## src/logic/enet_params.svh

```systemverilog
`ifndef ENET_PARAMS_SVH
`define ENET_PARAMS_SVH

`define ENET_ADDR_W             12
`define ENET_DATA_W             32

// register offsets
`define ENET_EIR_OFS            12'h004
`define ENET_EIMR_OFS           12'h008
`define ENET_MMFR_OFS           12'h040
`define ENET_MSCR_OFS           12'h044
`define ENET_TXIC_OFS           12'h0F0
`define ENET_RXIC_OFS           12'h100

// event bits in EIR
`define ENET_EIR_TXF            27
`define ENET_EIR_RXF            25
`define ENET_EIR_MII            23

// TXIC / RXIC fields
`define ENET_IC_EN              31
`define ENET_IC_FT_LSB          20
`define ENET_IC_FT_W            8
`define ENET_IC_TT_W            16

// MSCR fields
`define ENET_MSCR_SPEED_LSB     1
`define ENET_MSCR_SPEED_W       6
`define ENET_MSCR_DIS_PRE       7

`define ENET_MDIO_OP_READ       2'b10

`endif

```

## src/logic/enet_pkg.sv

```systemverilog
`default_nettype none

`include "enet_params.svh"

package enet_pkg;

    // management frame as it goes out on the wire, msb first
    typedef struct packed {
        logic [1:0]  st;
        logic [1:0]  op;
        logic [4:0]  pa;
        logic [4:0]  ra;
        logic [1:0]  ta;
        logic [15:0] data;
    } mmfr_fields_t;

    // raw view for the register bus, field view for the MDIO engine
    typedef union packed {
        logic [`ENET_DATA_W-1:0] raw;
        mmfr_fields_t            f;
    } mmfr_t;

endpackage

`default_nettype wire

```

## src/logic/enet_cfg_if.sv

```systemverilog
`timescale 1ns/1ps
`default_nettype none

`include "enet_params.svh"

interface enet_cfg_if;

    logic [`ENET_DATA_W-1:0] wdata;
    logic                    txic_wen;
    logic                    rxic_wen;
    logic                    mmfr_wen;
    logic                    mscr_wen;
    // EIR write-one-to-clear of the coalescer flags
    logic                    tx_clr;
    logic                    rx_clr;

    modport ctrl (
        output wdata, txic_wen, rxic_wen, mmfr_wen, mscr_wen, tx_clr, rx_clr
    );

    modport coal_tx (input wdata, txic_wen, tx_clr);

    modport coal_rx (input wdata, rxic_wen, rx_clr);

    modport mdio (input wdata, mmfr_wen, mscr_wen);

endinterface

`default_nettype wire

```

## src/logic/enet_core.sv

```systemverilog
`timescale 1ns/1ps
`default_nettype none

`include "enet_params.svh"

module enet_core (
    input  wire                        clk,
    input  wire                        arst_n,

    input  wire                        reg_valid,
    output wire                        reg_ready,
    input  wire                        reg_write,
    input  wire  [`ENET_ADDR_W-1:0]    reg_addr,
    input  wire  [`ENET_DATA_W-1:0]    reg_wdata,

    output wire                        rsp_valid,
    input  wire                        rsp_ready,
    output wire  [`ENET_DATA_W-1:0]    rsp_rdata,

    input  wire                        tx_frame_done,
    input  wire                        rx_frame_done,

    output wire                        irq,

    output wire                        mdc,
    output wire                        mdo,
    output wire                        mdo_en,
    input  wire                        mdi
);

    import enet_pkg::*;

    wire [`ENET_DATA_W-1:0] txic;
    wire [`ENET_DATA_W-1:0] rxic;
    wire                    txf;
    wire                    rxf;
    mmfr_t                  mmfr;
    wire [`ENET_DATA_W-1:0] mscr;
    wire                    mii_done;

    enet_cfg_if cfg_if ();

    enet_reg_ctrl u_reg_ctrl (
        .clk        (clk            ),
        .arst_n     (arst_n         ),
        .reg_valid  (reg_valid      ),
        .reg_ready  (reg_ready      ),
        .reg_write  (reg_write      ),
        .reg_addr   (reg_addr       ),
        .reg_wdata  (reg_wdata      ),
        .rsp_valid  (rsp_valid      ),
        .rsp_ready  (rsp_ready      ),
        .rsp_rdata  (rsp_rdata      ),
        .irq        (irq            ),
        .cfg        (cfg_if.ctrl    ),
        .txic       (txic           ),
        .rxic       (rxic           ),
        .txf        (txf            ),
        .rxf        (rxf            ),
        .mmfr       (mmfr           ),
        .mscr       (mscr           ),
        .mii_done   (mii_done       )
    );

    enet_intr_coalesce #(
        .IS_RX      (1'b0           ))
    u_tx_coal (
        .clk        (clk            ),
        .arst_n     (arst_n         ),
        .cfg        (cfg_if.coal_tx ),
        .frame_event(tx_frame_done  ),
        .ic_reg     (txic           ),
        .intr_flag  (txf            )
    );

    enet_intr_coalesce #(
        .IS_RX      (1'b1           ))
    u_rx_coal (
        .clk        (clk            ),
        .arst_n     (arst_n         ),
        .cfg        (cfg_if.coal_rx ),
        .frame_event(rx_frame_done  ),
        .ic_reg     (rxic           ),
        .intr_flag  (rxf            )
    );

    enet_mdio_master u_mdio_master (
        .clk        (clk            ),
        .arst_n     (arst_n         ),
        .cfg        (cfg_if.mdio    ),
        .mmfr       (mmfr           ),
        .mscr       (mscr           ),
        .mii_done   (mii_done       ),
        .mdc        (mdc            ),
        .mdo        (mdo            ),
        .mdo_en     (mdo_en         ),
        .mdi        (mdi            )
    );

endmodule

`default_nettype wire

```

## src/logic/enet_intr_coalesce.sv

```systemverilog
`timescale 1ns/1ps
`default_nettype none

`include "enet_params.svh"

module enet_intr_coalesce #(
    // picks the rx strobes of the config interface
    parameter bit IS_RX = 1'b0
) (
    input  wire                        clk,
    input  wire                        arst_n,
    enet_cfg_if                        cfg,
    input  wire                        frame_event,
    output logic [`ENET_DATA_W-1:0]    ic_reg,
    output logic                       intr_flag
);

    localparam int FT_W = `ENET_IC_FT_W;
    localparam int TT_W = `ENET_IC_TT_W;

    logic            ic_wen;
    logic            clr;
    logic            ic_en;
    logic [FT_W-1:0] ft;
    logic [FT_W-1:0] ft_eff;
    logic [TT_W-1:0] tt;
    logic [FT_W-1:0] cnt;
    logic [FT_W:0]   cnt_inc;
    logic [TT_W-1:0] timer;
    logic            hit_frames;
    logic            hit_timer;
    logic            fire;

    if (IS_RX) begin : g_rx
        assign ic_wen = cfg.rxic_wen;
        assign clr    = cfg.rx_clr;
    end else begin : g_tx
        assign ic_wen = cfg.txic_wen;
        assign clr    = cfg.tx_clr;
    end

    assign ic_en  = ic_reg[`ENET_IC_EN];
    assign ft     = ic_reg[`ENET_IC_FT_LSB +: FT_W];
    assign tt     = ic_reg[TT_W-1:0];
    // threshold 0 behaves like 1
    assign ft_eff = (ft == '0) ? FT_W'(1) : ft;

    assign cnt_inc    = {1'b0, cnt} + 1'b1;
    assign hit_frames = frame_event && (cnt_inc >= {1'b0, ft_eff});
    // timer runs from the first event still waiting
    assign hit_timer  = (tt != '0) && (cnt != '0) && (timer == tt - TT_W'(1));
    assign fire       = ic_en ? (hit_frames || hit_timer) : frame_event;

    always_ff @(posedge clk or negedge arst_n) begin
        if (!arst_n) begin
            ic_reg <= '0;
            cnt    <= '0;
            timer  <= '0;
        end else if (ic_wen) begin
            ic_reg <= cfg.wdata;
            cnt    <= '0;
            timer  <= '0;
        end else if (fire) begin
            cnt    <= '0;
            timer  <= '0;
        end else begin
            if (ic_en && frame_event) begin
                cnt <= cnt_inc[FT_W-1:0];
            end
            if (cnt != '0) begin
                timer <= timer + 1'b1;
            end
        end
    end

    always_ff @(posedge clk or negedge arst_n) begin
        if (!arst_n) begin
            intr_flag <= 1'b0;
        end else if (fire) begin
            intr_flag <= 1'b1;
        end else if (clr) begin
            intr_flag <= 1'b0;
        end
    end

endmodule

`default_nettype wire

```

## src/logic/enet_mdio_master.sv

```systemverilog
`timescale 1ns/1ps
`default_nettype none

`include "enet_params.svh"

module enet_mdio_master (
    input  wire                        clk,
    input  wire                        arst_n,
    enet_cfg_if.mdio                   cfg,
    output enet_pkg::mmfr_t            mmfr,
    output logic [`ENET_DATA_W-1:0]    mscr,
    output logic                       mii_done,
    output logic                       mdc,
    output logic                       mdo,
    output logic                       mdo_en,
    input  wire                        mdi
);

    localparam int SPD_W = `ENET_MSCR_SPEED_W;

    // bit index of the 64 bit sequence, preamble then frame
    localparam logic [6:0] FIRST_FRAME_BIT = 7'd32;
    localparam logic [6:0] LAST_BIT        = 7'd63;
    localparam logic [4:0] TA_POS          = 5'd14;

    logic [SPD_W-1:0] speed;
    logic             dis_pre;
    logic             busy;
    logic [SPD_W-1:0] div_cnt;
    logic             half_tick;
    logic [6:0]       idx;
    logic             in_frame;
    logic             is_read;
    logic             start;
    logic             cur_bit;

    assign speed   = mscr[`ENET_MSCR_SPEED_LSB +: SPD_W];
    assign dis_pre = mscr[`ENET_MSCR_DIS_PRE];
    assign is_read = (mmfr.f.op == `ENET_MDIO_OP_READ);
    assign start   = cfg.mmfr_wen && !busy && (speed != '0);

    // half an mdc period is speed+1 clk cycles
    assign half_tick = busy && (div_cnt >= speed);

    assign in_frame = idx[5];
    assign cur_bit  = in_frame ? mmfr.raw[~idx[4:0]] : 1'b1;

    assign mdo    = busy & cur_bit;
    // release the line for turnaround and data on reads
    assign mdo_en = busy && !(is_read && in_frame && (idx[4:0] >= TA_POS));

    always_ff @(posedge clk or negedge arst_n) begin
        if (!arst_n) begin
            mscr <= '0;
        end else if (cfg.mscr_wen) begin
            mscr <= cfg.wdata;
        end
    end

    always_ff @(posedge clk or negedge arst_n) begin
        if (!arst_n) begin
            busy     <= 1'b0;
            div_cnt  <= '0;
            mdc      <= 1'b0;
            idx      <= '0;
            mii_done <= 1'b0;
        end else begin
            mii_done <= 1'b0;
            if (start) begin
                busy    <= 1'b1;
                div_cnt <= '0;
                mdc     <= 1'b0;
                idx     <= dis_pre ? FIRST_FRAME_BIT : '0;
            end else if (busy) begin
                div_cnt <= half_tick ? '0 : div_cnt + 1'b1;
                if (half_tick) begin
                    mdc <= ~mdc;
                    // falling edge moves on to the next bit
                    if (mdc) begin
                        if (idx == LAST_BIT) begin
                            busy     <= 1'b0;
                            mii_done <= 1'b1;
                        end else begin
                            idx <= idx + 1'b1;
                        end
                    end
                end
            end
        end
    end

    always_ff @(posedge clk or negedge arst_n) begin
        if (!arst_n) begin
            mmfr.raw <= '0;
        end else if (cfg.mmfr_wen && !busy) begin
            mmfr.raw <= cfg.wdata;
        end else if (half_tick && !mdc && is_read && in_frame && idx[4]) begin
            // rising mdc in the data phase, shift in msb first
            mmfr.f.data <= {mmfr.f.data[14:0], mdi};
        end
    end

endmodule

`default_nettype wire

```

## src/logic/enet_reg_ctrl.sv

```systemverilog
`timescale 1ns/1ps
`default_nettype none

`include "enet_params.svh"

module enet_reg_ctrl (
    input  wire                        clk,
    input  wire                        arst_n,

    input  wire                        reg_valid,
    output logic                       reg_ready,
    input  wire                        reg_write,
    input  wire  [`ENET_ADDR_W-1:0]    reg_addr,
    input  wire  [`ENET_DATA_W-1:0]    reg_wdata,

    output logic                       rsp_valid,
    input  wire                        rsp_ready,
    output logic [`ENET_DATA_W-1:0]    rsp_rdata,

    output logic                       irq,

    enet_cfg_if.ctrl                   cfg,

    input  wire  [`ENET_DATA_W-1:0]    txic,
    input  wire  [`ENET_DATA_W-1:0]    rxic,
    input  wire                        txf,
    input  wire                        rxf,
    input  wire  enet_pkg::mmfr_t      mmfr,
    input  wire  [`ENET_DATA_W-1:0]    mscr,
    input  wire                        mii_done
);

    logic                    accept;
    logic                    wr_en;
    logic                    eir_wen;
    logic                    eimr_wen;
    logic                    mii_ev;
    logic [`ENET_DATA_W-1:0] eimr;
    logic [`ENET_DATA_W-1:0] eir;
    logic [`ENET_DATA_W-1:0] rd_data;

    // one request in flight, ready drops while the response waits
    assign reg_ready = ~rsp_valid;
    assign accept    = reg_valid & reg_ready;
    assign wr_en     = accept & reg_write;

    assign eir_wen  = wr_en && (reg_addr == `ENET_EIR_OFS);
    assign eimr_wen = wr_en && (reg_addr == `ENET_EIMR_OFS);

    assign cfg.wdata    = reg_wdata;
    assign cfg.txic_wen = wr_en && (reg_addr == `ENET_TXIC_OFS);
    assign cfg.rxic_wen = wr_en && (reg_addr == `ENET_RXIC_OFS);
    assign cfg.mmfr_wen = wr_en && (reg_addr == `ENET_MMFR_OFS);
    assign cfg.mscr_wen = wr_en && (reg_addr == `ENET_MSCR_OFS);
    assign cfg.tx_clr   = eir_wen && reg_wdata[`ENET_EIR_TXF];
    assign cfg.rx_clr   = eir_wen && reg_wdata[`ENET_EIR_RXF];

    always_comb begin
        eir                = '0;
        eir[`ENET_EIR_TXF] = txf;
        eir[`ENET_EIR_RXF] = rxf;
        eir[`ENET_EIR_MII] = mii_ev;
    end

    always_comb begin
        case (reg_addr)
            `ENET_EIR_OFS:  rd_data = eir;
            `ENET_EIMR_OFS: rd_data = eimr;
            `ENET_MMFR_OFS: rd_data = mmfr.raw;
            `ENET_MSCR_OFS: rd_data = mscr;
            `ENET_TXIC_OFS: rd_data = txic;
            `ENET_RXIC_OFS: rd_data = rxic;
            default:        rd_data = '0;
        endcase
    end

    always_ff @(posedge clk or negedge arst_n) begin
        if (!arst_n) begin
            rsp_valid <= 1'b0;
        end else if (accept) begin
            rsp_valid <= 1'b1;
        end else if (rsp_ready) begin
            rsp_valid <= 1'b0;
        end
    end

    // writes answer with zero
    always_ff @(posedge clk or negedge arst_n) begin
        if (!arst_n) begin
            rsp_rdata <= '0;
        end else if (accept) begin
            rsp_rdata <= reg_write ? '0 : rd_data;
        end
    end

    always_ff @(posedge clk or negedge arst_n) begin
        if (!arst_n) begin
            eimr <= '0;
        end else if (eimr_wen) begin
            eimr <= reg_wdata;
        end
    end

    // a new MII event wins over a clear in the same cycle
    always_ff @(posedge clk or negedge arst_n) begin
        if (!arst_n) begin
            mii_ev <= 1'b0;
        end else if (mii_done) begin
            mii_ev <= 1'b1;
        end else if (eir_wen && reg_wdata[`ENET_EIR_MII]) begin
            mii_ev <= 1'b0;
        end
    end

    always_ff @(posedge clk or negedge arst_n) begin
        if (!arst_n) begin
            irq <= 1'b0;
        end else begin
            irq <= |(eir & eimr);
        end
    end

endmodule

`default_nettype wire

```

## config.mk

```make
export PLATFORM = sky130hd
export DESIGN_NAME = enet_core
export DESIGN_NICKNAME = d
export VERILOG_FILES = /design/src/logic/enet_pkg.sv /design/src/logic/enet_cfg_if.sv /design/src/logic/enet_core.sv /design/src/logic/enet_intr_coalesce.sv /design/src/logic/enet_mdio_master.sv /design/src/logic/enet_reg_ctrl.sv
export VERILOG_INCLUDE_DIRS = /design/src /design/src/logic
export SDC_FILE = /design/constraint.sdc
export NUM_CORES = 1
export LEC_CHECK = 0
export BUFFER_PORTS_ARGS = -buffer_cell sky130_fd_sc_hd__clkbuf_2
export CELL_PAD_IN_SITES_DETAIL_PLACEMENT = 2
export CELL_PAD_IN_SITES_GLOBAL_PLACEMENT = 2
export CORE_ASPECT_RATIO = 1.5
export CORE_MARGIN = 5
export CORE_UTILIZATION = 35
export CTS_CLUSTER_SIZE = 12
export DETAILED_ROUTE_END_ITERATION = 7
export GPL_TIMING_DRIVEN = 0
export PLACE_DENSITY_LB_ADDON = 0.15
export SYNTH_ARGS = -nofsm -noshare
export SYNTH_HDL_FRONTEND = slang
export SYNTH_SLANG_ARGS = --single-unit
```

## constraint.sdc

```tcl
create_clock -name clk -period 6.6 [get_ports clk]
set_input_delay 0.99 -clock clk [delete_from_list [all_inputs] [get_ports clk]]
set_output_delay 0.99 -clock clk [all_outputs]
set_load 0.02 [all_outputs]
```

==> summary.md, run 1 <==
| Metric | Value |
|---|---|
| Largest area contributor in the netlist | `dfrtp_1` |
| Largest net degree at the start of global routing | `105` |
| CP required | `7.06 ns` |
| Met3 usage | `approximately 2.6%` |
| Leak pwr | `~7.4 nW` |
| Worst VDD drop | `between 150 and 200 uV` |
| Worst-path clk slew | `0.06 ns` |
| Post-synthesis cell type count | `74` |
| Final Non-Filler Cells | `2020` |
| Resize count post-CTS | `0` |
| Number of synthesized flops with an enable pin | `0` |
| Slew Viols, Final | `0` |
| Primary FF master, synth | `dfrtp_1` |
| Row cnt | `around 90` |
| Hold_buf cts | `0` |
| Number of global-route vias before repair | `12.6k` |
| Area delta synth->final | `14.8%` |
| Drt via density | `5.53` |
| Worst hold path class | `in2async` |
| Post-synth ARST share | `100%` |
| Layout Nets | `1588` |
| Final Skew | `around 0.024 ns` |
| Setup CP Type | `in2reg` |
| Power Total | `around 3.5 mW` |
| Status | `finished clean` |
| Startpoint types | `primary input` |
| Core area | `39300 um^2` |
| Number of fill cells | `roughly 4.2k` |
| Port Buffer Count | `88` |
| DRC Markers | `0` |
| CP max stage delay | `1.01 ns` |
| Worst rel slew slack | `under 10%` |
| Final setup viols | `0` |
| Avg Cell Area, Syn | `a little over 10 um^2` |
| CTS Buf Count | `28` |
| # placed instances | `1972` |
| CTS Buffer Depth | `3` |
| Die ar. | `43900 um^2` |
| TritonCTS clock tree | `yes` |
| First DRT Iteration DRCs | `483` |
| Number of register bits inferred by synthesis | `roughly 260` |
| Largest cells by area after synthesis | `dfrtp_1 47%, mux2_2 8.8%, nand2_1 5.5%, o21ai_0 3.3%, xnor2_1 3.1%` |
| Max Fclk | `0.221 GHz` |
| DPL Wire Length | `37500 um` |
| Cells after Synth | `between 1k and 1.5k` |
| MaxCap Viol Count | `0` |
| Worst path cell trace | `clkbuf_2, or4_1, nor4b_2, nand3b_1, nor2_1, buf_2, mux2_2` |
| Initial Util | `35.4%` |
| Worst Setup End Kind | `flop` |
| First-pass GRT wire length | `between 70000 and 80000 um` |
| Share of cells above drive strength 1 | `18.7%` |
| P per Cell Area | `216 nW/um^2` |
| Tmin final | `4.53 ns` |
| Synth top cells by count | `261 x dfrtp_1, 204 x nand2_1, 109 x mux2_2` |
| Vias | `11.2k` |
| Worst skew pair latency | `0.58 ns` |
| RD Place Congestion | `approximately 0.84` |
| Cell family with most CP delay | `simple AND/OR/NAND/NOR gates` |
| Buf/Inv on CP | `2` |
| Top-count cell post-synth | `dfrtp_1` |
| Ys Warns | `0` |
| Die width | `173 um` |
| WL final | `49300 um` |
| Post-CTS setup repair buffer count | `0` |
| CP Data Arrival Time | `roughly 5 ns` |
| Critical-path top delay cell | `nor2_1` |
| Setup TNS | `0 ns` |
| Grt ovf | `0` |
| Sequential area share after synthesis | `47.0%` |
| Gr usage total | `22.1%` |
| # H-tree levels | `1` |
| WHS | `0.410 ns` |
| Post-synthesis instance area | `13900 um^2` |
| Top cell type's share of synthesized area | `47.0%` |
| Busiest layer in global routing | `met2` |
| DR pass1 iterations | `4` |
| WL per Instance | `between 20 and 25 um` |
| Footprint of the multi-input gates | `6890 um^2` |
| Clk sink count | `about 260` |
| GR Layer Usage met2 | `41.5%` |
| Flip-flop and latch area | `6530 um^2` |
| Syn_nets | `1466` |
| IO Count | `90` |
| Final Hold Viols | `0` |
| GR Util met1 | `25.6%` |
| Final period util | `68.6%` |
| N_diodes | `0` |
| RSZ-0062 raised after global routing | `false` |
| Measured slew at the worst slew-check pin | `approximately 1.4 ns` |
| Die Y-Extent | `254 um` |
| Initial antenna violation count | `0` |
| DRT antenna net count | `0` |
| Root Driver | `clkbuf_16` |
| Critical path peak fanout | `10` |
==> routing by layer <==
metal,wire [um],vias up,part of all wire [%]
met1,19700,5787,40
met2,26100,183,53
met4,2110,0,4.3
met3,1360,87,2.8
met5,0,-,0
li1,-,5109,-
==> kinds of logic after synthesis <==
logic type | Yosys count | share of synthesized area [%]
multiplexers | 156 | 13.1
XOR/XNOR | 96 | 6.04
flip-flops | 261 | 47.0
buffers and inverters | 121 | 3.61
AND/OR/NAND/NOR | 471 | 16.3
AO/OA/AOI/OAI | 241 | 10.9
adder cells (fa/ha/maj) | 34 | 3.06
==> area by class of cell <==
cell class,count,area share [%]
multi-input cells,998,43.1
well taps,500,3.92
flip-flops and latches,261,40.9
plain buffers,79,2.16
repair buffers,92,3.28
clock buffers,41,5.08
clock inverters,7,0.533
inverters,42,0.988
==> path summary, 6_finish.rpt <==
| kind | startpoint | slack (ns) | endpoint | depth (start not counted) |
|---|---|---|---|---|
| max reg2reg | u_tx_coal.ic_reg[0]$_DFFE_PN0P_ | 2.84 | u_tx_coal.timer[10]$_DFFE_PN0P_ | 11 |
| max in group asynchronous | arst_n | 4.80 | u_mdio_master.mscr[10]$_DFFE_PN0P_ | 3 |
| min reg2reg | u_mdio_master.mii_done$_DFF_PN0_ | 0.45 | u_reg_ctrl.mii_ev$_DFFE_PN0P_ | 1 |
| min | arst_n | 0.41 | u_rx_coal.cnt[2]$_DFFE_PN0P_ | 1 |
| min in group clk | u_mdio_master.mii_done$_DFF_PN0_ | 0.45 | u_reg_ctrl.mii_ev$_DFFE_PN0P_ | 1 |
| max | reg_addr[1] | 2.07 | u_mdio_master.mscr[8]$_DFFE_PN0P_ | 7 |
==> cell usage in the layout, fill, tap and decap left out, types with 6 or more instances in the layout <==
| master | count |
|---|---|
| mux2i_1 | 37 |
| dfrtp_1 | 261 |
| nand3_1 | 35 |
| nor2_1 | 80 |
| clkbuf_16 | 29 |
| and3_1 | 15 |
| inv_1 | 42 |
| nand4_1 | 19 |
| a21o_1 | 6 |
| a211oi_1 | 6 |
| ha_1 | 34 |
| nor3_2 | 10 |
| a22oi_1 | 31 |
| xor2_1 | 46 |
| nand2b_1 | 9 |
| o211ai_1 | 6 |
| mux4_2 | 10 |
| clkbuf_2 | 90 |
| and2_1 | 8 |
| nor3_1 | 31 |
| a21oi_1 | 45 |
| mux2_2 | 109 |
| clkbuf_1 | 68 |
| nand2_1 | 204 |
| buf_1 | 8 |
| a31oi_1 | 18 |
| xnor2_1 | 50 |
| o21ai_0 | 92 |
| nor4_1 | 11 |
==> metrics by stage <==
step	worst slack, ns	cell area (um^2)	util [%]
floorplan	3.14	13900	-
global placement	-1.37	15000	38.1
detailed placement	1.53	15100	38.3
CTS	2.02	16000	40.6
global route	1.99	16000	40.6
finish	2.07	16000	40.6
==> power breakdown <==
group	switching, mW	total, mW	leakage, nW	internal, mW
Clock	0.685	1.61	0.443	0.921
Combinational	0.136	0.198	3.55	0.0618
Sequential	0.0272	1.65	3.44	1.62
Power figures use the tool's default switching activity.
==> run 2, diff against run 1 <==
--- a/config.mk
+++ b/config.mk
@@ -6,6 +6,7 @@
 export SDC_FILE = /design/constraint.sdc
 export NUM_CORES = 1
 export LEC_CHECK = 0
+export ABC_AREA = 1
 export BUFFER_PORTS_ARGS = -buffer_cell sky130_fd_sc_hd__clkbuf_2
 export CELL_PAD_IN_SITES_DETAIL_PLACEMENT = 2
 export CELL_PAD_IN_SITES_GLOBAL_PLACEMENT = 2
==> constraint.sdc (replaced) <==
create_clock -name clk -period 4.4 [get_ports clk]
set_input_delay 0.66 -clock clk [delete_from_list [all_inputs] [get_ports clk]]
set_output_delay 0.66 -clock clk [all_outputs]
set_load 0.02 [all_outputs]
==> run 2 against run 1 <==
Die area grew 5.0%; combinational power grew to 4.4 times the previous value; clock power is 75% higher; via count rose by 29%; critical path depth rose by 11; non-clock buffer count rose by 11; largest power group is now clock; utilization rose by 0.49 points; critical endpoint is now u_tx_coal.intr_flag$_DFFE_PN0P_; first-iteration DRC count increased by 41%; power increased by 82%; critical path type is now reg2reg; worst hold slack lost 0.37 ns.
==> summary.md, run 2 <==
| Metric | Value |
|---|---|
| Largest net degree at the start of global routing | `106 (+0.95%)` |
| Ys Warns | `0 (unchanged)` |
| # H-tree levels | `1 (unchanged)` |
| Post-synthesis instance area | `14600 um^2 (+5.3%)` |
| Final Util | `41.1% (+0.49 points)` |
| GR Util met1 | `28.8% (+3.3 points)` |
| IO Count | `90 (unchanged)` |
| WL final | `61900 um (+26%)` |
| Primary FF master, synth | `dfrtp_1` |
| DP Worst Slack | `0.880 ns (-0.653 ns)` |
| Resize count post-CTS | `0 (unchanged)` |
| WL per Instance | `23.5 um (-3.7%)` |
| TritonCTS clock tree | `yes` |
| Switch share | `29.3% (+4.7 points)` |
| Gr usage total | `27.0% (+4.8 points)` |
| Leak pwr | `8.68 nW (+17%)` |
| DRC Markers | `0 (unchanged)` |
| Worst VDD drop | `298 uV (+66%)` |
| Share of cells above drive strength 1 | `8.51% (-10 points)` |
| Core area | `41200 um^2 (+4.9%)` |
| Top cell type's share of synthesized area | `44.6% (-2.4 points)` |
| MaxCap Viol Count | `0 (unchanged)` |
| DRT antenna net count | `0 (unchanged)` |
| Pint | `4.45 mW (+71%)` |
| Die Y-Extent | `261 um (+2.5%)` |
| CP Data Arrival Time | `3.94 ns (-1.04 ns)` |
| GR Layer Usage met2 | `52.7% (+11 points)` |
| CTS Buffer Depth | `3 (unchanged)` |
| CTS Buf Count | `30 (+7.1%)` |
| Slew Viols, Final | `0 (unchanged)` |
| Clock share of power | `44.8% (-1.7 points)` |
| DR pass1 iterations | `5 (+1)` |
| Sequential area share after synthesis | `44.6% (-2.4 points)` |
| Initial antenna violation count | `1 (+1)` |
| Switching pwr | `1.84 mW (+120%)` |
| Tmin final | `between 3 and 4 ns` |
| Worst rel slew slack | `30.3% (+23 points)` |
| Syn_nets | `2019 (+38%)` |
| Worst Setup End Kind | `flop` |
| Met3 usage | `2.94% (+0.35 points)` |
| R2r startpoint | `u_tx_coal.cnt[0]$_DFFE_PN0P_` |
| Max Fclk | `0.280 GHz` |
| Register share of total power | `41.4% (-6.4 points)` |
| RSZ-0062 raised after global routing | `false` |
| Number of global-route vias before repair | `16.5k (+31%)` |
| Cells after Synth | `1933 (+40%)` |
| RD Place Congestion | `0.879 (+4.2%)` |
| Setup ws final | `0.831 ns (-1.24 ns)` |
| Measured slew at the worst slew-check pin | `1.04 ns (-0.345 ns)` |
| Final Hold Viols | `0 (unchanged)` |
| Avg Cell Area, Syn | `7.58 um^2 (-25%)` |
| Commonest non-fill, non-tap cells in the layout | `557 x nand2_1, 261 x dfrtp_1, 220 x inv_1, 218 x o21ai_0, 120 x nand4_1` |
| Number of register bits inferred by synthesis | `261 (unchanged)` |
| Worst-path clk slew | `0.06 ns (about the same)` |
| Root Driver | `clkbuf_16` |
| # placed instances | `2582 (+31%)` |
| Busiest layer in global routing | `met2` |
| Area delta synth->final | `15.7%` |
| N_diodes | `0 (unchanged)` |
| Setup TNS | `0 ns (unchanged)` |
| Vias | `14.4k (+29%)` |
| P per Cell Area | `371 nW/um^2 (+72%)` |
| Startpoint types | `flop` |
| Die ar. | `46100 um^2 (+5.0%)` |
| Row cnt | `91 (+2.2%)` |
| Setup crit start | `u_tx_coal.cnt[0]$_DFFE_PN0P_` |
| Largest cells by area after synthesis | `dfrtp_1 45%, nand2_1 14%, o21ai_0 7.4%, inv_1 5.6%, nand4_1 5.1%` |
| Layout Nets | `2142 (+35%)` |
| Die width | `177 um (+2.5%)` |
| First DRT Iteration DRCs | `683 (+41%)` |
| Worst hold path class | `in2async` |
| Post-CTS setup repair buffer count | `0 (unchanged)` |
| Commonest non-fill, non-tap cell in the layout | `nand2_1` |
| Setup CP Type | `reg2reg` |
| Synth top cells by count | `557 x nand2_1, 261 x dfrtp_1, 220 x inv_1` |
| Clk sink count | `261 (unchanged)` |
| Final period util | `81.1%` |
| Final Non-Filler Cells | `2637 (+31%)` |
| Final setup viols | `0 (unchanged)` |
| Status | `finished clean` |
| Drt via density | `5.48 (-0.93%)` |
| Largest area contributor in the netlist | `dfrtp_1` |
| First-pass GRT wire length | `96300 um (+27%)` |
| Hold_buf cts | `0 (unchanged)` |
| Top-count cell post-synth | `nand2_1` |
| Comb pwr share | `13.8% (+8.1 points)` |
| Worst skew pair latency | `0.59 ns (about the same)` |
| Critical path peak fanout | `10 (unchanged)` |
| DPL Wire Length | `47800 um (+28%)` |
| CP required | `4.77 ns (-2.29 ns)` |
| Post-synth ARST share | `100% (unchanged)` |
| Number of synthesized flops with an enable pin | `0 (unchanged)` |
| Final Skew | `0.00961 ns (-0.0143 ns)` |
| Grt ovf | `0 (unchanged)` |
| Post-synthesis cell type count | `42 (-43%)` |
| Port Buffer Count | `89 (+1.1%)` |
| Initial Util | `35.5% (+0.14 points)` |
==> run 2: kinds of logic after synthesis <==
| logic type | share of synthesized area (%) |
|---|---|
| xor+xnor | 4.40 |
| buf+inv | 8.35 |
| compound gates | 12.0 |
| flops | 44.6 |
| fa+ha+maj | 2.90 |
| simple gates | 27.7 |
==> run 2: area by class of cell <==
| cell class | instances | area, um^2 |
|---|---|---|
| buffer | 91 | 389 |
| clock buffer | 43 | 871 |
| clock inverter | 12 | 215 |
| fill | 4943 | 24300 |
| inverter | 222 | 833 |
| multi-input combinational | 1359 | 6890 |
| sequential | 261 | 6530 |
| tap | 558 | 698 |
| timing repair buffer | 91 | 509 |
==> run 2: worst paths after layout <==
kind,endpoint,slack (ns),depth (start not counted)
worst min register to register,u_reg_ctrl.rsp_rdata[28]$_DFFE_PN0P_,0.48,2
worst max-delay path,u_tx_coal.intr_flag$_DFFE_PN0P_,0.83,18
min in group clk,u_reg_ctrl.rsp_valid$_DFFE_PN0P_,0.30,2
worst min-delay path,u_rx_coal.cnt[3]$_DFFE_PN0P_,0.04,1
worst max register to register,u_tx_coal.intr_flag$_DFFE_PN0P_,0.83,18
max in group asynchronous,u_mdio_master.div_cnt[3]$_DFFE_PN0P_,2.87,3
==> run 2: power by group through the flow <==
| stage | combinational, mW | sequential [mW] | clock (mW) |
|---|---|---|---|
| 2_1_floorplan | 0.499 | 2.60 | 0 |
| 3_3_place_gp | 0.826 | 2.64 | 0 |
| 3_5_place_dp | 0.866 | 2.64 | 0 |
| 4_1_cts | 0.872 | 2.60 | 2.87 |
| 5_1_grt | 0.963 | 2.61 | 2.95 |
| 6_report | 0.867 | 2.60 | 2.82 |
==> run 2: routing by layer <==
layer / vias to the layer above / routed length (um)
met2: 251 / 34100
met3: 145 / 1600
li1: 6599 / -
met4: 2 / 3050
met1: 7444 / 23200
met5: - / 13
==> run 2: per-stage QoR <==
step / cell area (um^2) / power (mW) / hold slack (ns)
4_1_cts: 16900 / 6.34 / 0.0340
6_report: 16900 / 6.29 / 0.0445
3_3_place_gp: 15800 / 3.46 / 0.465
5_1_grt: 16900 / 6.52 / 0.0615
3_5_place_dp: 15900 / 3.51 / 0.470
2_1_floorplan: 14600 / 3.10 / 0.364
==> run 2: worst max-delay path, cell delays in order (launching register included) <==
cell	delay, ns
dfrtp_1	0.48
ha_1	0.23
nand2_1	0.08
nor2_1	0.29
xnor2_1	0.17
inv_1	0.12
ha_1	0.32
nand2_1	0.07
inv_1	0.04
nand2_1	0.06
nand2_1	0.10
nand2_1	0.07
nand2_1	0.05
nand2_1	0.05
nand2_1	0.04
nand2_1	0.15
clkbuf_1	0.41
buf_2	0.35
nand3_1	0.25
